<file path="config.mk">
export PLATFORM = sky130hd
export DESIGN_NAME = ov7670_capture
export DESIGN_NICKNAME = d
export VERILOG_FILES = /design/src/hdl/cam_pkg.sv /design/src/hdl/ov7670_capture.sv
export SDC_FILE = /design/constraint.sdc
export NUM_CORES = 1
export LEC_CHECK = 0
export BUFFER_PORTS_ARGS = -buffer_cell sky130_fd_sc_hd__buf_2
export CAP_MARGIN = 20
export CORE_ASPECT_RATIO = 1.4
export CORE_MARGIN = 2
export CORE_UTILIZATION = 51
export DETAILED_ROUTE_END_ITERATION = 8
export PLACE_DENSITY = 0.77
export SYNTH_ARGS = -nofsm -noshare
export SYNTH_HDL_FRONTEND = slang
export SYNTH_SLANG_ARGS = --single-unit
</file>
<file path="constraint.sdc">
create_clock -name clk -period 3.62 [get_ports clk]
set_clock_uncertainty 0.1 [all_clocks]
set_input_delay 0.724 -clock clk [delete_from_list [all_inputs] [get_ports clk]]
set_output_delay 0.724 -clock clk [all_outputs]
set_load 0.05 [all_outputs]
</file>
<file path="src/hdl/cam_pkg.sv">
// Raster, color and detection constants, vector types, direction enum and bus structs
`default_nettype none

package cam_pkg;

  // Vector types with a meaning of their own
  typedef logic [11:0] pix_addr_t;
  typedef logic [6:0]  col_t;
  typedef logic [5:0]  row_t;
  // Red in [11:8], green in [7:4], blue in [3:0]
  typedef logic [11:0] rgb444_t;
  typedef logic [7:0]  chan8_t;
  typedef logic [12:0] pix_count_t;

  // Scaled-down raster with horizontal values in pixels and vertical ones in lines
  localparam int H_ACTIVE  = 64;
  localparam int H_FRONT   = 4;
  localparam int H_SYNC    = 8;
  localparam int H_BACK    = 4;
  localparam int H_TOTAL   = H_ACTIVE + H_FRONT + H_SYNC + H_BACK;
  localparam int V_ACTIVE  = 48;
  localparam int V_FRONT   = 2;
  localparam int V_SYNC    = 2;
  localparam int V_BACK    = 2;
  localparam int V_TOTAL   = V_ACTIVE + V_FRONT + V_SYNC + V_BACK;
  localparam int PIX_COUNT = H_ACTIVE * V_ACTIVE;

  // Orange window on 4-bit channels with inclusive bounds
  localparam int ORANGE_R_MIN = 10;
  localparam int ORANGE_G_MIN = 4;
  localparam int ORANGE_G_MAX = 9;
  localparam int ORANGE_B_MAX = 4;

  // Highlight color for orange pixels
  localparam chan8_t HIGHLIGHT_R = 8'hff;
  localparam chan8_t HIGHLIGHT_G = 8'h00;
  localparam chan8_t HIGHLIGHT_B = 8'h00;

  // Minimum orange pixels per frame and width of one column third
  localparam int DETECT_MIN = 8;
  localparam int THIRD_W    = H_ACTIVE / 3;

  typedef enum logic [1:0] {DIR_NONE, DIR_LEFT, DIR_CENTER, DIR_RIGHT} dir_t;

  typedef struct packed {
    logic       vsync;
    logic       href;
    logic       pclk_en;
    logic [7:0] data;
  } cam_bus_t;

  typedef struct packed {
    logic hsync_n;
    logic vsync_n;
    logic active;
    col_t col;
    logic frame_end;
  } raster_t;

  typedef struct packed {
    logic   hsync_n;
    logic   vsync_n;
    logic   blank_n;
    chan8_t r;
    chan8_t g;
    chan8_t b;
  } vga_out_t;

endpackage

`default_nettype wire
</file>
<file path="src/hdl/ov7670_capture.sv">
// Camera byte-pair capture into RGB444 pixels with frame buffer write strobe and address
`default_nettype none
`timescale 1ns/10ps

module ov7670_capture (
  input  wire                 clk,
  input  wire                 rst_n,
  input  cam_pkg::cam_bus_t   cam,
  output logic                wr_en,
  output cam_pkg::pix_addr_t  wr_addr,
  output cam_pkg::rgb444_t    wr_pix
);

  import cam_pkg::*;

  // High while waiting for the green/blue byte of a pair
  logic      second_byte;
  // Red nibble held from the first byte
  logic [3:0] red_nib;
  // Linear address of the next pixel to store
  pix_addr_t addr;
  logic      byte_valid;
  logic      addr_in_range;

  // A byte counts only inside href
  assign byte_valid    = cam.href && cam.pclk_en;
  assign addr_in_range = addr < pix_addr_t'(PIX_COUNT);

  // Control state: byte phase, address counter, write strobe
  always_ff @(posedge clk) begin
    if (!rst_n) begin
      second_byte <= 1'b0;
      addr        <= '0;
      wr_en       <= 1'b0;
    end else begin
      // Strobe is one cycle wide by default
      wr_en <= 1'b0;
      if (cam.vsync) begin
        // New frame restarts the byte pairing and the write address
        second_byte <= 1'b0;
        addr        <= '0;
      end else if (byte_valid) begin
        second_byte <= !second_byte;
        if (second_byte) begin
          // Writes past the end of the buffer are dropped
          wr_en <= addr_in_range;
          if (addr_in_range) begin
            addr <= addr + 1'b1;
          end
        end
      end
    end
  end

  // Payload path: red nibble and assembled pixel
  always_ff @(posedge clk) begin
    if (byte_valid && !cam.vsync) begin
      if (!second_byte) begin
        // First byte carries red in its low nibble
        red_nib <= cam.data[3:0];
      end else begin
        // Second byte is green high, blue low
        wr_pix  <= {red_nib, cam.data};
        wr_addr <= addr;
      end
    end
  end

endmodule

`default_nettype wire

</file>
==> results of run 1 <==
-- metal layers --
metal / part of all wire (%) / up-vias / wire length, µm
li1: - / 487 / -
met1: 39 / 465 / 1013
met2: 52 / 31 / 1330
met3: 6.0 / 5 / 154
met4: 2.7 / 0 / 68
met5: 0 / - / 0
-- synth_stat cells --
library cell and n:
o21ai_0 2, inv_1 2, xor2_1 1, edfxtp_1 28, o31ai_1 4, nor4_1 4, a32o_1 1, or3_1 1
a21bo_1 1, mux2i_1 3, nand4_1 4, nor2b_1 1, a21boi_0 1, dfxtp_1 14, nor3b_1 1, or4_1 4
and2_1 1, ha_1 1, buf_6 1, nor2_1 4, o21a_1 2, clkbuf_1 3, nand2_1 6, a21oi_1 6
nor3_1 3, nand2b_1 4, mux2_2 1, nand3_1 3
-- per-stage QoR --
step	worst slack [ns]	hold WS, ns
finish	1.894	0.3214
global placement	1.682	0.3042
detailed placement	1.594	0.3045
CTS	1.885	0.3235
floorplan	0.3890	0.3003
global route	1.774	0.3343
-- report_power, final --
part           total (mW)  switching (mW)  internal [mW]  leakage, nW
combinational      0.0268          0.0184        0.00846        0.214
sequential          0.512         0.00112          0.511        0.346
clock               0.449           0.156          0.294       0.0714
-- layout make-up --
cell class	count	area [µm²]
tap	37	46.29
multi-input combinational	59	379.1
clock buffer	6	82.58
inverter	2	7.507
sequential	42	1121
clock inverter	2	60.06
fill	217	959.7
timing repair buffer	38	192.7
-- final timing paths --
path,from,to,slack (ns),depth (start not counted)
worst max-delay path,cam[9],red_nib[2]$_DFFE_PP_,1.89,3
worst min register to register,red_nib[3]$_DFFE_PP_,wr_pix[11]$_DFFE_PP_,0.32,0
worst max register to register,second_byte$_SDFFE_PP0P_,addr[10]$_SDFFE_PP0P_,1.90,3
worst min-delay path,red_nib[3]$_DFFE_PP_,wr_pix[11]$_DFFE_PP_,0.32,0
-- sequential cells by signal, summed over array words and instances, names as in the netlist --
| signal | flops |
|---|---|
| addr | 12 |
| second_byte | 1 |
| wr_pix | 12 |
| wr_en | 1 |
| wr_addr | 12 |
| red_nib | 4 |
-- worst max-delay path, stage by stage --
cell and delay [ns]:
buf_2 0.12, nand2_1 0.18, nor3_1 0.53
-- logic make-up after synthesis --
logic type	count (synthesis)	synth area share [%]
XOR/XNOR	1	0.5743
buffers and inverters	6	1.969
adder cells (fa/ha/maj)	1	0.8202
AND/OR/NAND/NOR	36	13.04
multiplexers	4	2.707
flip-flops	42	73.50
AO/OA/AOI/OAI	17	7.383
==> impl_metrics.tcl, run 1 <==
set metrics [dict create \
    route.vias.total 988 \
    synth_sequential_area_ratio_pct 73.50 \
    cell_at_the_root_of_the_clock_tree "clkbuf_8" \
    drtPass1Iterations 4 \
    criticalPathCategory "input port to register" \
    post-place-cells 178 \
    layout.cell_area.non_filler_um2 1889 \
    grt_max_degree 25 \
    warnings_synthesis 0 \
    replace_congestion 0.7905 \
    grt-ovfl-total 0 \
    ctsResizeCount 0 \
    setup_total_negative_slack_ns 0 \
    initial_utilization_pct 53.54 \
    fraction_of_final_layout_cells_with_drive_strength_greater_than_1_pct 32.21 \
    hold_viol 0 \
    route.detailed.drc 0 \
    maxSlewViolCount 0 \
    ys_types 28 \
    layout.cells.non_filler 186 \
    detail_route.wl_per_cell_um 13.80 \
    synth_area_um2 1525 \
    max_slew_margin_pct 58.58 \
    setup_violations 0 \
    setup.worst_path.start_class "input port" \
    rsz0062_at_grt "false" \
    cap_viol_max_count 0 \
    htreeDepth 2 \
    vias_in_the_first_global_route 901 \
    ctsHoldBuffers 0 \
    post-synth-top-area-cell "edfxtp_1" \
    min_period_ns 1.726 \
    final_core_utilization_pct 66.32 \
    total_leakage_power_nw 0.6309 \
    path_max_fanout 7 \
    run_status "complete, no violations" \
    die_h_um 68.71 \
    design.core.area_um2 2849 \
    tightest_slew_ns 0.6165 \
    grt_most_used_layer "met2" \
    grt_first_pass_wirelength_um 3974 \
    antenna-diode-count 0 \
    wirelength_um 2566 \
    syn_nets 121 \
    dieArea_um2 3450 \
    grt_util_all_layers_pct 16.49 \
    final_antenna_net_count 0 \
    syn-mean-instance-area_um2 14.25 \
    syn_inst 107 \
    synth.area.top_cells "edfxtp_1 (55%), dfxtp_1 (18%), a21oi_1 (2.0%)" \
    grt_util_met1_pct 17.39 \
    period_share_pct 47.67 \
    area_delta_synth_final_pct 23.87 \
    tritoncts_clock_tree "yes" \
    holdCritPathClass "register to register" \
    viasPerCell 5.312 \
    ioPinCount 38 \
    cp_data_arrival_time_ns 1.56 \
    number_of_antenna_violations_at_the_first_check_in_global_routing 0 \
    final_nets 162 \
    cts.sinks 42 \
    post_dp_area_um2 1747 \
    power_density_nw_per_um2 523.4 \
    power.total_mw 0.9888 \
    grt.met3_usage_pct 6.897 \
    fmax_ghz 0.5794 \
    std_cell_rows 23 \
    commonest_non_fill_non_tap_cell_in_the_layout "buf_2" \
    portBuffers 37 \
    cts.repair_timing.setup_buffer_count 0 \
    setup.worst_path.end_class "register" \
    worst-endpoint-required_ns 3.46 \
    clkTransAtPathRegs_ns 0.08 \
    ir_worst_vdd_v 0.0003634 \
    clkLatencyLatePin_ns 0.30 \
    synth_top_area_share_pct 55.13 \
    initialDrtViolationCount 23 \
    die_x_um 50.22 \
    cts_inserted_buffers 5 \
    cts-root-to-sink-buffers 2 \
    most_frequent_cells_in_the_layout "buf_2 (37), edfxtp_1 (28), dfxtp_1 (14)" \
    hpwl_um 1768 \
    synth.ff_latch_count 42 \
    met2_usage_pct 26.64 \
]
(Power assumes the default switching activity.)
==> run 2: changes to the inputs <==
- ABC_AREA: default -> 1
- CORE_UTILIZATION: 51 -> 46
- PLACE_DENSITY: 0.77 -> 0.73
- clock period: 3.62 -> 1.5 ns (I/O delays scaled with it)
==> run 2 against run 1 <==
  * Sequential share of layout area fell by 1.2 points
  * Critical endpoint is now wr_pix[5]$_DFFE_PP_
  * Largest cell class unchanged
  * Clock power rose by 92%
  * Synthesized cell count rose by 19%
  * Highest routed layer unchanged
  * Cell count rose by 15%
  * Combinational power rose by 110%
==> impl_metrics.tcl, run 2 <==
set metrics [dict create \
    run_status "complete, no violations" \
    netSwitchingPower_mw 0.4004 \
    grt-ovfl-total 0 \
    cell_at_the_root_of_the_clock_tree "clkbuf_8" \
    synth.area.top_cells "edfxtp_1 (55%), dfxtp_1 (18%), nor2_1 (5.4%)" \
    path_max_fanout 21 \
    area_delta_synth_final_pct 25.41 \
    clkLatencyLatePin_ns 0.29 \
    std_cell_rows 24 \
    seq_power_share_pct 57.4 \
    synth_top_flop_cell "edfxtp_1" \
    syn-mean-instance-area_um2 12.14 \
    ys_types 20 \
    rr_startpoint "second_byte$_SDFFE_PP0P_" \
    synth_area_um2 1541 \
    total_leakage_power_nw 0.7422 \
    most_frequent_cells_in_the_layout "buf_2 (37), edfxtp_1 (28), nand2_1 (21), nor2_1 (20), dfxtp_1 (12)" \
    drtPass1Iterations 4 \
    number_of_antenna_violations_at_the_first_check_in_global_routing 0 \
    final_nets 187 \
    warnings_synthesis 0 \
    synth_top_area_share_pct 54.55 \
    holdCritPathClass "input port to register" \
    hold_crit_start "cam[6]" \
    setup_violations 0 \
    criticalPathCategory "register to register" \
    die_x_um 52.93 \
    replace_congestion 0.7882 \
    synth_edf_count 28 \
    portBuffers 37 \
    fmax_ghz 0.7473 \
    ir_worst_vdd_v 0.0007830 \
    min_period_ns 1.338 \
    route.detailed.drc 0 \
    vias_in_the_first_global_route 978 \
    yosys-top-cells-count "edfxtp_1 (28), nor2_1 (22), nand2_1 (21)" \
    share_clk_of_total_power_pct 40.0 \
    setup_total_negative_slack_ns 0 \
    initial_utilization_pct 48.89 \
    cts.sinks 42 \
    cts_inserted_buffers 5 \
    commonest_non_fill_non_tap_cell_in_the_layout "buf_2" \
    cts-root-to-sink-buffers 2 \
    syn_inst 127 \
    cp-startpoint "second_byte$_SDFFE_PP0P_" \
    htreeDepth 2 \
    tritoncts_clock_tree "yes" \
    netSwitchingFraction_pct 18.61 \
    cts.repair_timing.setup_buffer_count 0 \
    max_slew_margin_pct 82.95 \
    grt_max_degree 22 \
    grt_first_pass_wirelength_um 4188 \
    synth_sequential_area_ratio_pct 72.73 \
    syn_nets 141 \
    ctsHoldBuffers 0 \
    power.total_mw 2.151 \
    final_antenna_net_count 0 \
    synth.ff_latch_count 42 \
    worst-endpoint-required_ns 1.40 \
    fraction_of_final_layout_cells_with_drive_strength_greater_than_1_pct 35.06 \
    synthMostInstantiatedCell "edfxtp_1" \
    setup.worst_path.start_class "register" \
    combPwrFrac_pct 2.6 \
    hpwl_um 1956 \
    viasPerCell 4.793 \
    period_share_pct 89.21 \
    wirelength_um 2595 \
    detail_route.wl_per_cell_um 12.18 \
    clkTransAtPathRegs_ns 0.07 \
    route.vias.total 1021 \
    design.core.area_um2 3153 \
    synth-async-reset-ratio_pct 0 \
    largestRegisters "addr x12, wr_addr x12, wr_pix x12" \
    setup.worst_path.end_class "register" \
    grt_util_all_layers_pct 15.40 \
    tightest_slew_ns 0.2575 \
    post-synth-top-area-cell "edfxtp_1" \
    rsz0062_at_grt "false" \
    hold-worst-slack_ns 0.08021 \
    ioPinCount 38 \
    die_h_um 72.50 \
    maxSlewViolCount 0 \
    initialDrtViolationCount 25 \
    dieArea_um2 3837 \
    hold_viol 0 \
    antenna-diode-count 0 \
    cp_data_arrival_time_ns 1.24 \
    power_density_nw_per_um2 1113 \
    p_int_mw 1.751 \
    cap_viol_max_count 0 \
]
==> run 2: cell types whose count changed after synthesis, moves of 3 or more <==
| cell | change |
|---|---|
| or4_1 | -4 |
| nand2_1 | +15 |
| nand2b_1 | -4 |
| mux2i_1 | -3 |
| nor4_1 | -4 |
| o21ai_1 | +3 |
| nor2_1 | +18 |
| inv_1 | +8 |
| nor2_4 | +3 |
| clkbuf_1 | -3 |
| o31ai_1 | -4 |
==> run 2: routing by layer <==
| layer | track usage (%) | wire length, µm | vias to the layer above | part of all wire [%] |
|---|---|---|---|---|
| met5 | 0 | 0 | - | 0 |
| met4 | 9.402 | 34 | 0 | 1.3 |
| met3 | 5.144 | 175 | 4 | 6.7 |
| met2 | 26.39 | 1401 | 31 | 54 |
| met1 | 15.67 | 984 | 468 | 38 |
| li1 | - | - | 518 | - |
==> run 2: layout make-up <==
cell class,count,area [µm²]
well taps,39,48.80
clock buffers,6,72.57
fillers,263,1220
repair buffers,40,220.2
inverters,11,41.29
clock inverters,2,37.54
multi-input cells,73,389.1
flip-flops and latches,42,1124
==> run 2: worst max-delay path: stages, from the launching register on <==
cell     delay (ns)
dfxtp_1        0.38
nand3_2        0.18
nor2_4         0.21
buf_12         0.19
==> run 2: worst paths after layout <==
path | depth (start not counted) | to | slack (ns)
worst max register to register | 3 | wr_pix[5]$_DFFE_PP_ | 0.16
worst min-delay path | 1 | wr_pix[6]$_DFFE_PP_ | 0.08
worst max-delay path | 3 | wr_pix[5]$_DFFE_PP_ | 0.16
worst min register to register | 0 | wr_pix[11]$_DFFE_PP_ | 0.32
==> run 2: metrics by stage <==
stage	worst slack [ns]	instance area [µm²]	util, %	instances
2_1_floorplan	0.09654	1549	-	127
3_3_place_gp	0.1584	1813	57.50	205
3_5_place_dp	0.07348	1813	57.50	205
4_1_cts	0.06214	1923	60.99	213
5_1_grt	0.005592	1933	61.31	213
6_report	0.1619	1933	61.31	213
==> run 2: repair_timing <==
| action | 4_1_cts | 5_1_grt |
|---|---|---|
| setup endpoints to repair | 0 | 2 |
| endpoints found under the hold margin | 0 | 0 |
| resized for setup | 0 | 4 |
==> run 2: power by group through the flow <==
| stage | clock network [mW] | registers (mW) | logic (mW) |
|---|---|---|---|
| 2_1_floorplan | 0 | 1.27 | 0.0215 |
| 3_3_place_gp | 0 | 1.26 | 0.0560 |
| 3_5_place_dp | 0 | 1.26 | 0.0573 |
| 4_1_cts | 0.890 | 1.23 | 0.0572 |
| 5_1_grt | 0.915 | 1.24 | 0.0626 |
| 6_report | 0.860 | 1.23 | 0.0563 |
==> run 2: cells by family after synthesis <==
family	count (synthesis)	synth area share [%]
fa+ha+maj	1	0.8116
flops	42	72.73
simple gates	58	18.67
xor+xnor	1	0.5683
buf+inv	12	3.003
compound gates	13	4.221
==> run 3: changes to the inputs <==
- PLACE_DENSITY: 0.73 -> 0.84
- SETUP_SLACK_MARGIN: default -> 0.3
==> run 3 against run 2 <==
  * Flip-flop and latch count is the same
  * Non-clock buffer count grew 8
  * Core utilization grew 11 points
  * Critical path type is now register to output pin
  * Critical endpoint is now wr_pix[9]
==> impl_metrics.tcl, run 3 (synthesis results as in run 2) <==
set metrics [dict create \
    std_cell_rows 24 \
    drtPass1Iterations 4 \
    setup_violations 0 \
    dp_slack_ns 0.1259 \
    final_antenna_net_count 0 \
    grt_first_pass_wirelength_um 4733 \
    max_slew_margin_pct 86.43 \
    hold_crit_start "cam[5]" \
    path_max_fanout 1 \
    post-place-cells 205 \
    minimum_setup_slack_in_the_final_design_ns 0.2200 \
    design.core.area_um2 3153 \
    hold-worst-slack_ns 0.08584 \
    cap_viol_max_count 0 \
    period_share_pct 85.34 \
    antenna-diode-count 0 \
    layout.cell_area.non_filler_um2 2272 \
    area_delta_synth_final_pct 47.40 \
    setup.worst_path.end_class "output pin" \
    ir_worst_vdd_v 0.0008565 \
    number_of_antenna_violations_at_the_first_check_in_global_routing 0 \
    power_density_nw_per_um2 965.2 \
    vias_in_the_first_global_route 1128 \
    cpLargestDelayFamily "flip-flops" \
    final_nets 195 \
    grt_util_all_layers_pct 17.29 \
    cp_data_arrival_time_ns 0.88 \
    ioPinCount 38 \
    replace_congestion 0.8470 \
    fraction_of_final_layout_cells_with_drive_strength_greater_than_1_pct 46.70 \
    num-fill-cells 208 \
    viasPerCell 5.122 \
    clkLatencyLatePin_ns 0.30 \
    power.total_mw 2.193 \
    path_buf_inv 1 \
    cell_at_the_root_of_the_clock_tree "clkbuf_8" \
    tritoncts_clock_tree "yes" \
    htreeDepth 2 \
    worstPathCellList "buf_6" \
    setup.worst_path.start_class "register" \
    criticalPathCategory "register to output pin" \
    run_status "complete, no violations" \
    rr_startpoint "second_byte$_SDFFE_PP0P_" \
    tightest_slew_ns 0.2028 \
    total_leakage_power_nw 0.8724 \
    dieArea_um2 3837 \
    cp_slowest_cell "edfxtp_1" \
    cts_inserted_buffers 5 \
    cts.sinks 42 \
    final_core_utilization_pct 72.06 \
    initialDrtViolationCount 40 \
    cp_slowest_stage_delay_ns 0.41 \
    wirelength_um 3186 \
    route.vias.total 1132 \
    clkTransAtPathRegs_ns 0.08 \
    detail_route.wl_per_cell_um 14.42 \
    holdCritPathClass "input port to register" \
    min_delay_worst_endpoint "wr_pix[5]$_DFFE_PP_" \
    hold_viol 0 \
    rsz0062_at_grt "true" \
    portBuffers 37 \
    grt-ovfl-total 0 \
    initial_utilization_pct 48.89 \
    post_dp_area_um2 1822 \
    min_period_ns 1.280 \
    die_x_um 52.93 \
    die_h_um 72.50 \
    maxSlewViolCount 0 \
    worst-endpoint-required_ns 1.10 \
    fmax_ghz 0.7812 \
    grt_max_degree 25 \
    whs_path_depth 1 \
    route.detailed.drc 0 \
    layout.cells.non_filler 221 \
    most_frequent_cells_in_the_layout "buf_6 (28), edfxtp_1 (28), nor2_1 (19), nand2_1 (17), buf_2 (12)" \
    hpwl_um 1935 \
    rrSetupSlack_ns 0.28 \
    critical_path.reg2reg.endpoint "wr_addr[11]$_DFFE_PP_" \
    cts-root-to-sink-buffers 2 \
    setup_total_negative_slack_ns 0 \
    largestRegisters "addr x12, wr_addr x12, wr_pix x12" \
    worst_r2r_path_depth 3 \
]
[run 3: changes by cell type in the layout (fill, tap and decap cells not counted), moves of 2 or more]
cell / delta
buf_6: +28
nand2_4: +2
dfxtp_4: +4
buf_2: -25
nand2_2: +2
dfxtp_2: +3
nand3_4: +2
nor2_4: +2
buf_4: +4
dfxtp_1: -7
nand2_1: -4
[run 3: where the power goes]
| part | switching (mW) | leakage, nW | internal [mW] |
|---|---|---|---|
| clock network | 0.355 | 0.0585 | 0.542 |
| logic | 0.0380 | 0.420 | 0.0274 |
| registers | 0.00362 | 0.394 | 1.23 |
| total | 0.397 | 0.872 | 1.80 |
[run 3: what timing repair did]
| item | in CTS | in global routing |
|---|---|---|
| endpoints found under the hold margin | 0 | 0 |
| gates cloned | 0 | 2 |
| setup buffers | 3 | 3 |
| gates resized for setup | 73 | 9 |
| setup endpoints to repair | 56 | 58 |
| hold buffers | 0 | 0 |
| pin swaps | 8 | 6 |
[run 3: how the worst max path moves through the flow]
stage	to	slack [ns]	startpoint	cells past startpoint
floorplan	wr_addr[0]$_DFFE_PP_	0.14	second_byte$_SDFFE_PP0P_	2
global placement	wr_addr[11]$_DFFE_PP_	0.24	cam[9]	4
detailed placement	addr[8]$_SDFFE_PP0P_	0.13	addr[0]$_SDFFE_PP0P_	6
CTS	wr_pix[9]	0.23	wr_pix[9]$_DFFE_PP_	1
global route	addr[8]$_SDFFE_PP0P_	0.19	addr[1]$_SDFFE_PP0P_	7
finish	wr_pix[9]	0.22	wr_pix[9]$_DFFE_PP_	1
[run 3: metal layers]
layer  vias up  track usage (%)  wire, µm
li1        534                -         -
met1       535            16.55      1187
met2        53            30.83      1775
met3        10            4.733       142
met4         0            11.68        81
met5         -                0         0
[run 3: area by class of cell]
cell class,count,area [µm²],area share (%)
Timing Repair Buffer,48,465.4,20.48
Tap cell,39,48.80,2.148
Clock buffer,7,86.33,3.800
Multi-Input combinational cell,73,457.9,20.15
Sequential cell,42,1142,50.28
Inverter,11,41.29,1.817
Clock inverter,1,30.03,1.322
[run 3: worst reg2reg max path, cell delays in order (launching register included)]
cell and delay [ns]:
dfxtp_4 0.36, nand3_4 0.12, nor2_4 0.19, clkbuf_16 0.18
